File: src/hdl/core_pkg.sv
/*
  shared types for the integer pipeline: data word, register index,
  shift amount, ALU operation codes, MIPS32 opcode and function fields
*/

package core_pkg;

	typedef logic [31:0] word_t;
	typedef logic [4:0]  reg_idx_t;
	typedef logic [4:0]  shamt_t;

	typedef enum logic [3:0] {
		alu_add,
		alu_sub,
		alu_and,
		alu_or,
		alu_xor,
		alu_nor,
		alu_slt,
		alu_sltu,
		alu_sll,
		alu_srl,
		alu_sra,
		alu_lui
	} alu_op_e;

	// primary opcode field
	localparam logic [5:0] op_special = 6'h00;
	localparam logic [5:0] op_addiu   = 6'h09;
	localparam logic [5:0] op_slti    = 6'h0a;
	localparam logic [5:0] op_sltiu   = 6'h0b;
	localparam logic [5:0] op_andi    = 6'h0c;
	localparam logic [5:0] op_ori     = 6'h0d;
	localparam logic [5:0] op_xori    = 6'h0e;
	localparam logic [5:0] op_lui     = 6'h0f;

	// function field of special
	localparam logic [5:0] fn_sll  = 6'h00;
	localparam logic [5:0] fn_srl  = 6'h02;
	localparam logic [5:0] fn_sra  = 6'h03;
	localparam logic [5:0] fn_addu = 6'h21;
	localparam logic [5:0] fn_subu = 6'h23;
	localparam logic [5:0] fn_and  = 6'h24;
	localparam logic [5:0] fn_or   = 6'h25;
	localparam logic [5:0] fn_xor  = 6'h26;
	localparam logic [5:0] fn_nor  = 6'h27;
	localparam logic [5:0] fn_slt  = 6'h2a;
	localparam logic [5:0] fn_sltu = 6'h2b;

endpackage

File: src/hdl/instr_decoder.sv
/*
  instruction decoder: field split, ALU operation, operand select,
  immediate extension and destination choice
*/
`timescale 1ns/10ps

module instr_decoder (
	input  core_pkg::word_t    instr,
	output core_pkg::reg_idx_t rs,
	output core_pkg::reg_idx_t rt,
	output core_pkg::reg_idx_t dest,
	output core_pkg::alu_op_e  alu_op,
	output logic               use_imm,
	output core_pkg::word_t    imm,
	output core_pkg::shamt_t   shamt,
	output logic               writes
);

	logic [5:0]         opcode;
	logic [5:0]         funct;
	logic [15:0]        imm16;
	core_pkg::reg_idx_t rd;
	logic               use_rd;
	logic               known;

	assign opcode = instr[31:26];
	assign rs     = instr[25:21];
	assign rt     = instr[20:16];
	assign rd     = instr[15:11];
	assign shamt  = instr[10:6];
	assign funct  = instr[5:0];
	assign imm16  = instr[15:0];

	assign dest   = use_rd ? rd : rt;
	// r0 targets and unknown encodings become bubbles
	assign writes = known && (dest != '0);

	always_comb begin
		alu_op  = core_pkg::alu_add;
		use_imm = 1'b1;
		use_rd  = 1'b0;
		known   = 1'b1;
		imm     = {16'b0, imm16};
		case (opcode)
			core_pkg::op_special: begin
				use_imm = 1'b0;
				use_rd  = 1'b1;
				case (funct)
					core_pkg::fn_addu: alu_op = core_pkg::alu_add;
					core_pkg::fn_subu: alu_op = core_pkg::alu_sub;
					core_pkg::fn_and:  alu_op = core_pkg::alu_and;
					core_pkg::fn_or:   alu_op = core_pkg::alu_or;
					core_pkg::fn_xor:  alu_op = core_pkg::alu_xor;
					core_pkg::fn_nor:  alu_op = core_pkg::alu_nor;
					core_pkg::fn_slt:  alu_op = core_pkg::alu_slt;
					core_pkg::fn_sltu: alu_op = core_pkg::alu_sltu;
					core_pkg::fn_sll:  alu_op = core_pkg::alu_sll;
					core_pkg::fn_srl:  alu_op = core_pkg::alu_srl;
					core_pkg::fn_sra:  alu_op = core_pkg::alu_sra;
					default:           known  = 1'b0;
				endcase
			end
			core_pkg::op_addiu: begin
				alu_op = core_pkg::alu_add;
				imm    = {{16{imm16[15]}}, imm16};
			end
			core_pkg::op_slti: begin
				alu_op = core_pkg::alu_slt;
				imm    = {{16{imm16[15]}}, imm16};
			end
			core_pkg::op_sltiu: begin
				// sign extended, then compared unsigned
				alu_op = core_pkg::alu_sltu;
				imm    = {{16{imm16[15]}}, imm16};
			end
			core_pkg::op_andi: alu_op = core_pkg::alu_and;
			core_pkg::op_ori:  alu_op = core_pkg::alu_or;
			core_pkg::op_xori: alu_op = core_pkg::alu_xor;
			core_pkg::op_lui:  alu_op = core_pkg::alu_lui;
			default:           known  = 1'b0;
		endcase
	end

endmodule

File: src/hdl/reg_file.sv
/*
  32 x 32 register file, two combinational read ports, one write port
*/
`timescale 1ns/10ps

module reg_file (
	input  logic               aclk,
	input  logic               rst,
	input  core_pkg::reg_idx_t raddr1,
	input  core_pkg::reg_idx_t raddr2,
	output core_pkg::word_t    rdata1,
	output core_pkg::word_t    rdata2,
	input  logic               we,
	input  core_pkg::reg_idx_t waddr,
	input  core_pkg::word_t    wdata
);

	// no storage behind r0
	core_pkg::word_t regs [1:31];

	always_ff @(posedge aclk) begin
		if (!rst) begin
			for (int i = 1; i < 32; i++) begin
				regs[i] <= '0;
			end
		end else if (we && waddr != '0) begin
			regs[waddr] <= wdata;
		end
	end

	assign rdata1 = (raddr1 == '0) ? '0 : regs[raddr1];
	assign rdata2 = (raddr2 == '0) ? '0 : regs[raddr2];

	// the pipeline must already have turned r0 writes into bubbles
	no_r0_write: assert property (@(posedge aclk) disable iff (!rst) we |-> waddr != '0)
		else $error("write to r0 requested");

endmodule

File: src/hdl/operand_bypass.sv
/*
  source operand forwarding from stage 2 and stage 3 over the register file
*/
`timescale 1ns/10ps

module operand_bypass (
	input  core_pkg::reg_idx_t src,
	input  core_pkg::word_t    rf_data,
	input  logic               s2_valid,
	input  core_pkg::reg_idx_t s2_dest,
	input  core_pkg::word_t    s2_data,
	input  logic               s3_valid,
	input  core_pkg::reg_idx_t s3_dest,
	input  core_pkg::word_t    s3_data,
	output core_pkg::word_t    operand
);

	logic hit_s2;
	logic hit_s3;

	// r0 never forwards
	assign hit_s2 = s2_valid && (src != '0) && (src == s2_dest);
	assign hit_s3 = s3_valid && (src != '0) && (src == s3_dest);

	// younger result wins
	always_comb begin
		if (hit_s2) begin
			operand = s2_data;
		end else if (hit_s3) begin
			operand = s3_data;
		end else begin
			operand = rf_data;
		end
	end

endmodule

File: src/hdl/alu.sv
/*
  integer ALU: add/sub, logic, set-less-than, shifts and lui
*/
`timescale 1ns/10ps

module alu (
	input  core_pkg::word_t  a,
	input  core_pkg::word_t  b,
	input  core_pkg::shamt_t shamt,
	input  core_pkg::alu_op_e op,
	output core_pkg::word_t  result
);

	always_comb begin
		case (op)
			core_pkg::alu_add:  result = a + b;
			core_pkg::alu_sub:  result = a - b;
			core_pkg::alu_and:  result = a & b;
			core_pkg::alu_or:   result = a | b;
			core_pkg::alu_xor:  result = a ^ b;
			core_pkg::alu_nor:  result = ~(a | b);
			core_pkg::alu_slt:  result = {31'b0, $signed(a) < $signed(b)};
			core_pkg::alu_sltu: result = {31'b0, a < b};
			// shifts act on b, as rt is the shifted register
			core_pkg::alu_sll:  result = b << shamt;
			core_pkg::alu_srl:  result = b >> shamt;
			core_pkg::alu_sra:  result = core_pkg::word_t'($signed(b) >>> shamt);
			core_pkg::alu_lui:  result = {b[15:0], 16'b0};
			default:            result = '0;
		endcase
	end

	// op arrives from the stage 2 register, so only decoder values are expected
	always_comb begin
		legal_op: assert (op <= core_pkg::alu_lui)
			else $error("illegal ALU operation %0d", op);
	end

endmodule

File: src/hdl/pipe_core.sv
/*
  three-stage integer pipeline: instruction, operand and result registers,
  writeback back-pressure stall, operand forwarding
*/
`timescale 1ns/10ps

module pipe_core (
	input  logic               aclk,
	input  logic               rst,
	input  core_pkg::word_t    instr,
	input  logic               instr_valid,
	output logic               instr_ready,
	output logic               wb_valid,
	input  logic               wb_ready,
	output core_pkg::reg_idx_t wb_reg,
	output core_pkg::word_t    wb_data
);

	logic               stall;
	logic               ready_q;

	// stage 1
	logic               s1_valid;
	core_pkg::word_t    s1_instr;
	core_pkg::reg_idx_t dec_rs;
	core_pkg::reg_idx_t dec_rt;
	core_pkg::reg_idx_t dec_dest;
	core_pkg::alu_op_e  dec_op;
	logic               dec_use_imm;
	core_pkg::word_t    dec_imm;
	core_pkg::shamt_t   dec_shamt;
	logic               dec_writes;
	core_pkg::word_t    rf_rdata1;
	core_pkg::word_t    rf_rdata2;
	core_pkg::word_t    opnd_a;
	core_pkg::word_t    opnd_b;

	// stage 2
	logic               s2_valid;
	core_pkg::reg_idx_t s2_dest;
	core_pkg::word_t    s2_a;
	core_pkg::word_t    s2_b;
	core_pkg::shamt_t   s2_shamt;
	core_pkg::alu_op_e  s2_op;
	core_pkg::word_t    alu_result;

	// stage 3
	logic               s3_valid;
	core_pkg::reg_idx_t s3_dest;
	core_pkg::word_t    s3_data;

	assign stall       = wb_valid && !wb_ready;
	assign instr_ready = ready_q && !stall;

	assign wb_valid = s3_valid;
	assign wb_reg   = s3_dest;
	assign wb_data  = s3_data;

	always_ff @(posedge aclk) begin
		if (!rst) begin
			ready_q  <= 1'b0;
			s1_valid <= 1'b0;
			s2_valid <= 1'b0;
			s3_valid <= 1'b0;
			s2_op    <= core_pkg::alu_add;
		end else begin
			ready_q <= 1'b1;
			if (!stall) begin
				s1_valid <= instr_valid && instr_ready;
				// bubbles drop out here
				s2_valid <= s1_valid && dec_writes;
				s3_valid <= s2_valid;
				s2_op    <= dec_op;
			end
		end
	end

	always_ff @(posedge aclk) begin
		if (!stall) begin
			s1_instr <= instr;
			s2_dest  <= dec_dest;
			s2_a     <= opnd_a;
			s2_b     <= dec_use_imm ? dec_imm : opnd_b;
			s2_shamt <= dec_shamt;
			s3_dest  <= s2_dest;
			s3_data  <= alu_result;
		end
	end

	instr_decoder instr_decoder_inst (
		.instr   (s1_instr),
		.rs      (dec_rs),
		.rt      (dec_rt),
		.dest    (dec_dest),
		.alu_op  (dec_op),
		.use_imm (dec_use_imm),
		.imm     (dec_imm),
		.shamt   (dec_shamt),
		.writes  (dec_writes)
	);

	// written on the writeback handshake
	reg_file reg_file_inst (
		.aclk   (aclk),
		.rst    (rst),
		.raddr1 (dec_rs),
		.raddr2 (dec_rt),
		.rdata1 (rf_rdata1),
		.rdata2 (rf_rdata2),
		.we     (wb_valid && wb_ready),
		.waddr  (s3_dest),
		.wdata  (s3_data)
	);

	operand_bypass bypass_a_inst (
		.src      (dec_rs),
		.rf_data  (rf_rdata1),
		.s2_valid (s2_valid),
		.s2_dest  (s2_dest),
		.s2_data  (alu_result),
		.s3_valid (s3_valid),
		.s3_dest  (s3_dest),
		.s3_data  (s3_data),
		.operand  (opnd_a)
	);

	operand_bypass bypass_b_inst (
		.src      (dec_rt),
		.rf_data  (rf_rdata2),
		.s2_valid (s2_valid),
		.s2_dest  (s2_dest),
		.s2_data  (alu_result),
		.s3_valid (s3_valid),
		.s3_dest  (s3_dest),
		.s3_data  (s3_data),
		.operand  (opnd_b)
	);

	alu alu_inst (
		.a      (s2_a),
		.b      (s2_b),
		.shamt  (s2_shamt),
		.op     (s2_op),
		.result (alu_result)
	);

	wb_hold: assert property (@(posedge aclk) disable iff (!rst)
		stall |=> wb_valid && $stable(wb_reg) && $stable(wb_data))
		else $error("writeback changed while back-pressured");

endmodule

File: config.mk
export PLATFORM = sky130hd
export DESIGN_NAME = pipe_core
export DESIGN_NICKNAME = d
export VERILOG_FILES = /design/src/hdl/core_pkg.sv /design/src/hdl/instr_decoder.sv /design/src/hdl/reg_file.sv /design/src/hdl/operand_bypass.sv /design/src/hdl/alu.sv /design/src/hdl/pipe_core.sv
export SDC_FILE = /design/constraint.sdc
export NUM_CORES = 2
export LEC_CHECK = 0
export BUFFER_PORTS_ARGS = -buffer_cell sky130_fd_sc_hd__buf_4
export CAP_MARGIN = 5
export CELL_PAD_IN_SITES_DETAIL_PLACEMENT = 1
export CELL_PAD_IN_SITES_GLOBAL_PLACEMENT = 1
export CORE_AREA = 5 5 404 406
export CTS_BUF_LIST = sky130_fd_sc_hd__clkbuf_4
export DETAILED_ROUTE_END_ITERATION = 8
export DIE_AREA = 0 0 409 411
export MAX_ROUTING_LAYER = met4
export PLACE_DENSITY = 0.65
export SYNTH_ARGS = -nofsm -noshare
export SYNTH_HDL_FRONTEND = slang
export SYNTH_SLANG_ARGS = --single-unit
File: constraint.sdc
create_clock -name aclk -period 6.5 [get_ports aclk]
set_input_delay 0.65 -clock aclk [delete_from_list [all_inputs] [get_ports aclk]]
set_output_delay 0.65 -clock aclk [all_outputs]
set_load 0.05 [all_outputs]
==> results.md <==
* Status: complete, no violations
* Relative slew margins at 14.0%
* Post-CTS repair timing setup buffer count at 0
* Worst slack at placement at 1810 ps
* Arrival @ worst endpoint at 5870 ps
* Dominant combinational cell family by area after synthesis: multiplexers
* Vias in the first global route at 53.1k
* Mapped Area at 71000 um^2
* Wire length of the first global-routing pass at 411000 um
* Prevailing post-synth register cell: edfxtp_1
* Maximum clock path buffer count at 4
* Residual DRC at 0
* Die area at 168000 um^2
* Leakage power total at 0.0289 uW
* Setup TNS at 0 ps
* Die height at 411 um
* Cell-by-cell listing of the critical path: inv_1 > ha_1 > inv_1 > nand4b_1 > a211oi_1 > nor3_1 > o21ai_1 > a2bb2oi_1 > mux2i_1 > nor3_1 > o221ai_1
* Ports at 75
* Routed WL at 293000 um
* Clock H-tree levels at 5
* Proportion of netlist area held by the largest area contributor at 49.4%
* Fraction of met3 tracks used by global routing at 6.50%
* Final worst clock skew at 112 ps
* Transition time at the pin with the least slew margin at 1290 ps
* All-layer global routing usage at 35.5%
* Core Area at 159000 um^2
* TritonCTS clock tree: done
* Largest register by flop count: reg_file_inst.regs
* DIE WIDTH at 409 um
* Number of enable flip-flop cells after synthesis at 1167
* Highest attainable clock frequency at 202 MHz
* Routability-driven placement congestion ratio at 1.06
* Library cell occupying the most area in the post-synthesis netlist: edfxtp_1
* Distinct cell type count after synthesis at 94
* Sum of overflow across all layers after global routing at 0
* Clock transition time at the flip-flop clock pins of the worst setup and hold paths at 70 ps
* Most used routing layer: met2
* Worst EP required at 7420 ps
* Register area share after synthesis at 49.9%
* Flip-flop count of the largest register after layout at 1024
* Nets@finish at 5555
* Number of sinks handled by clock tree synthesis at 1185
* Layout fillers at 15.8k
* Critical path's slowest cell: edfxtp_1
* Routed length per placed instance at 37.8 um
* Final Total Pwr at 20600 uW
* Layout cell share with drive strength beyond 1 at 29.2%
* Number of standard-cell rows in the floorplan at 147
* Final count of pins violating max slew at 0
* Number of instances in the synthesized netlist at 5217
* Biggest fanout along the worst timing path at 15
* Post-synthesis compound-gate area fraction at 7.16%
* Final hold violations at 0
* Setup CP Type: reg2reg
* Largest voltage drop on the vdd net at 0.224 mV
* Critical Path Source Type: flop
* Footprint of the multi-input gates at 33700 um^2
* Max-capacitance violation count at 0
* Synth-to-Final Area Change at 12.0%
* CTS resizes at 0
* Portion of netlist area occupied by mux cells at 23.8%
* Period Utilization, post-route at 76.2%
* Power density over the cells at 260 nW/um^2
* Clock Latency Late Sink at 1370 ps
* Final Worst Setup Slack at 1550 ps
* Total of warnings raised by yosys at 0
* Slowest Stage Delay on Critical Path at 920 ps
* Synthesized-area fraction occupied by adder cells at 1.87%
* Total CTS buffers at 351
* Final setup vio count at 0
* Met1 usage in global routing at 47.6%
* Storage element area at 35400 um^2
* Root buffer selected by CTS: clkbuf_4
* Post-route minimum period at 4950 ps
* Routed via count divided by cell count at 6.75
* Number of antenna violations at the first check in global routing at 35
* Largest net degree at the start of global routing at 85
* Iteration count of the initial detailed-routing pass at 7
* Worst min-delay path category: in2reg
* Largest cells by area after synthesis: edfxtp_1 (49%), mux4_2 (22%), and2_1 (8.8%), clkbuf_1 (2.1%), ha_1 (1.8%)
* RSZ-0062 raised after global routing: no
* Share of async-settable or async-resettable flops after synthesis at 0%
* Via total after detailed routing at 52.3k
* Antenna viol nets, final at 0
* Number of register bits inferred by synthesis at 1185
* Starting utilization of the core area at 44.5%
* XOR/XNOR share of the synthesized area at 0.272%
* Simple-gate portion of the synthesized area at 13.4%
* Number of violations reported at the end of detailed-routing iteration 0 at 7835
* Worst Setup End Kind: flop
* HPWL after detailed placement at 186000 um
* Global Route met2 Usage at 52.6%
* Final non-filler cell area at 79400 um^2
* Cell Area, Placed at 74500 um^2
* Number of I/O port buffers at 74
* Mean post-synth cell area at 13.6 um^2
## metrics by stage
step / std cells / utilization [%] / hold slack [ps]
floorplan: 5248 / - / 426
global placement: 7083 / 46.7 / 467
detailed placement: 7083 / 46.7 / 471
CTS: 7724 / 49.8 / 0.392
global route: 7742 / 49.8 / -8.45
finish: 7751 / 49.8 / 101
## where the power goes
group	internal [uW]	total (uW)	switching (uW)
Clock	3690	7140	3440
Sequential	8800	9170	372
Combinational	1410	4330	2920
## synth_stat cells, types with 64 or more instances
master / number
o21ai_0: 125
buf_1: 64
edfxtp_1: 1167
mux2i_1: 85
a21oi_1: 191
clkbuf_1: 404
nor2_1: 208
ha_1: 103
and2_1: 1003
nand2_1: 222
inv_1: 129
mux4_2: 689
## layout by cell type, fill, tap and decap left out, types with 28 or more instances in the layout
| cell type | instances |
|---|---|
| clkbuf_4 | 507 |
| nand2_1 | 222 |
| edfxtp_1 | 1167 |
| dlygate4sd3_1 | 64 |
| and2_1 | 1003 |
| nor2_4 | 28 |
| nor2_1 | 180 |
| ha_1 | 103 |
| nand3_1 | 35 |
| o211ai_1 | 33 |
| conb_1 | 32 |
| clkinv_1 | 61 |
| a21oi_1 | 191 |
| a221oi_1 | 54 |
| mux2i_1 | 85 |
| mux4_2 | 689 |
| buf_4 | 251 |
| mux2_2 | 47 |
| a211oi_1 | 35 |
| o21ai_0 | 98 |
| nor3_1 | 48 |
| inv_1 | 128 |
## timing repair
item / CTS / global route
endpoints found under the setup margin: 0 / 0
hold endpoints to repair: 48 / 0
hold buffers: 64 / 0
## metal layers
layer	vias to the layer above	share of wire (%)
li1	20755	-
met1	27550	40
met2	3314	45
met3	690	9.9
met4	0	5.6
met5	-	0
## critical path, delay by kind of cell (launching register included)
kind	cells	cell delay [ps]
adders and majority gates	1	550
AOI/OAI and AO/OA	4	1780
muxes	1	90
buffers and inverters	2	390
and+or+nand+nor	3	770
DFF	1	920
## cell type report
type	instances	area share [%]
Inverter	136	0.649
Sequential cell	1185	44.6
Multi-Input combinational cell	3407	42.5
Antenna cell	27	0.0851
Clock inverter	70	0.477
Tap cell	2086	3.29
Clock buffer	507	4.79
Timing Repair Buffer	333	3.63
## worst paths after layout
path                            slack [ps]  cells after the start                   from                      to
worst max-delay path                  1550                     11     s2_b[10]$_DFFE_PN_      s2_b[22]$_DFFE_PN_
worst min-delay path                   100                      2              instr[16]  s1_instr[16]$_DFFE_PN_
worst max register to register        1550                     11     s2_b[10]$_DFFE_PN_      s2_b[22]$_DFFE_PN_
worst min register to register         500                      2  s2_valid$_SDFFE_PN0N_   s2_valid$_SDFFE_PN0N_
## kinds of logic (layout without fill, tap and decap cells)
group                    Yosys count  count (layout)
AO/OA/AOI/OAI                    738             738
XOR/XNOR                          22              22
adder cells (fa/ha/maj)          105             105
buffers and inverters            656            1046
flip-flops                      1185            1185
multiplexers                     821             821
other                              1              59
AND/OR/NAND/NOR                 1689            1689
No activity file was read; power rests on OpenSTA's default activity.
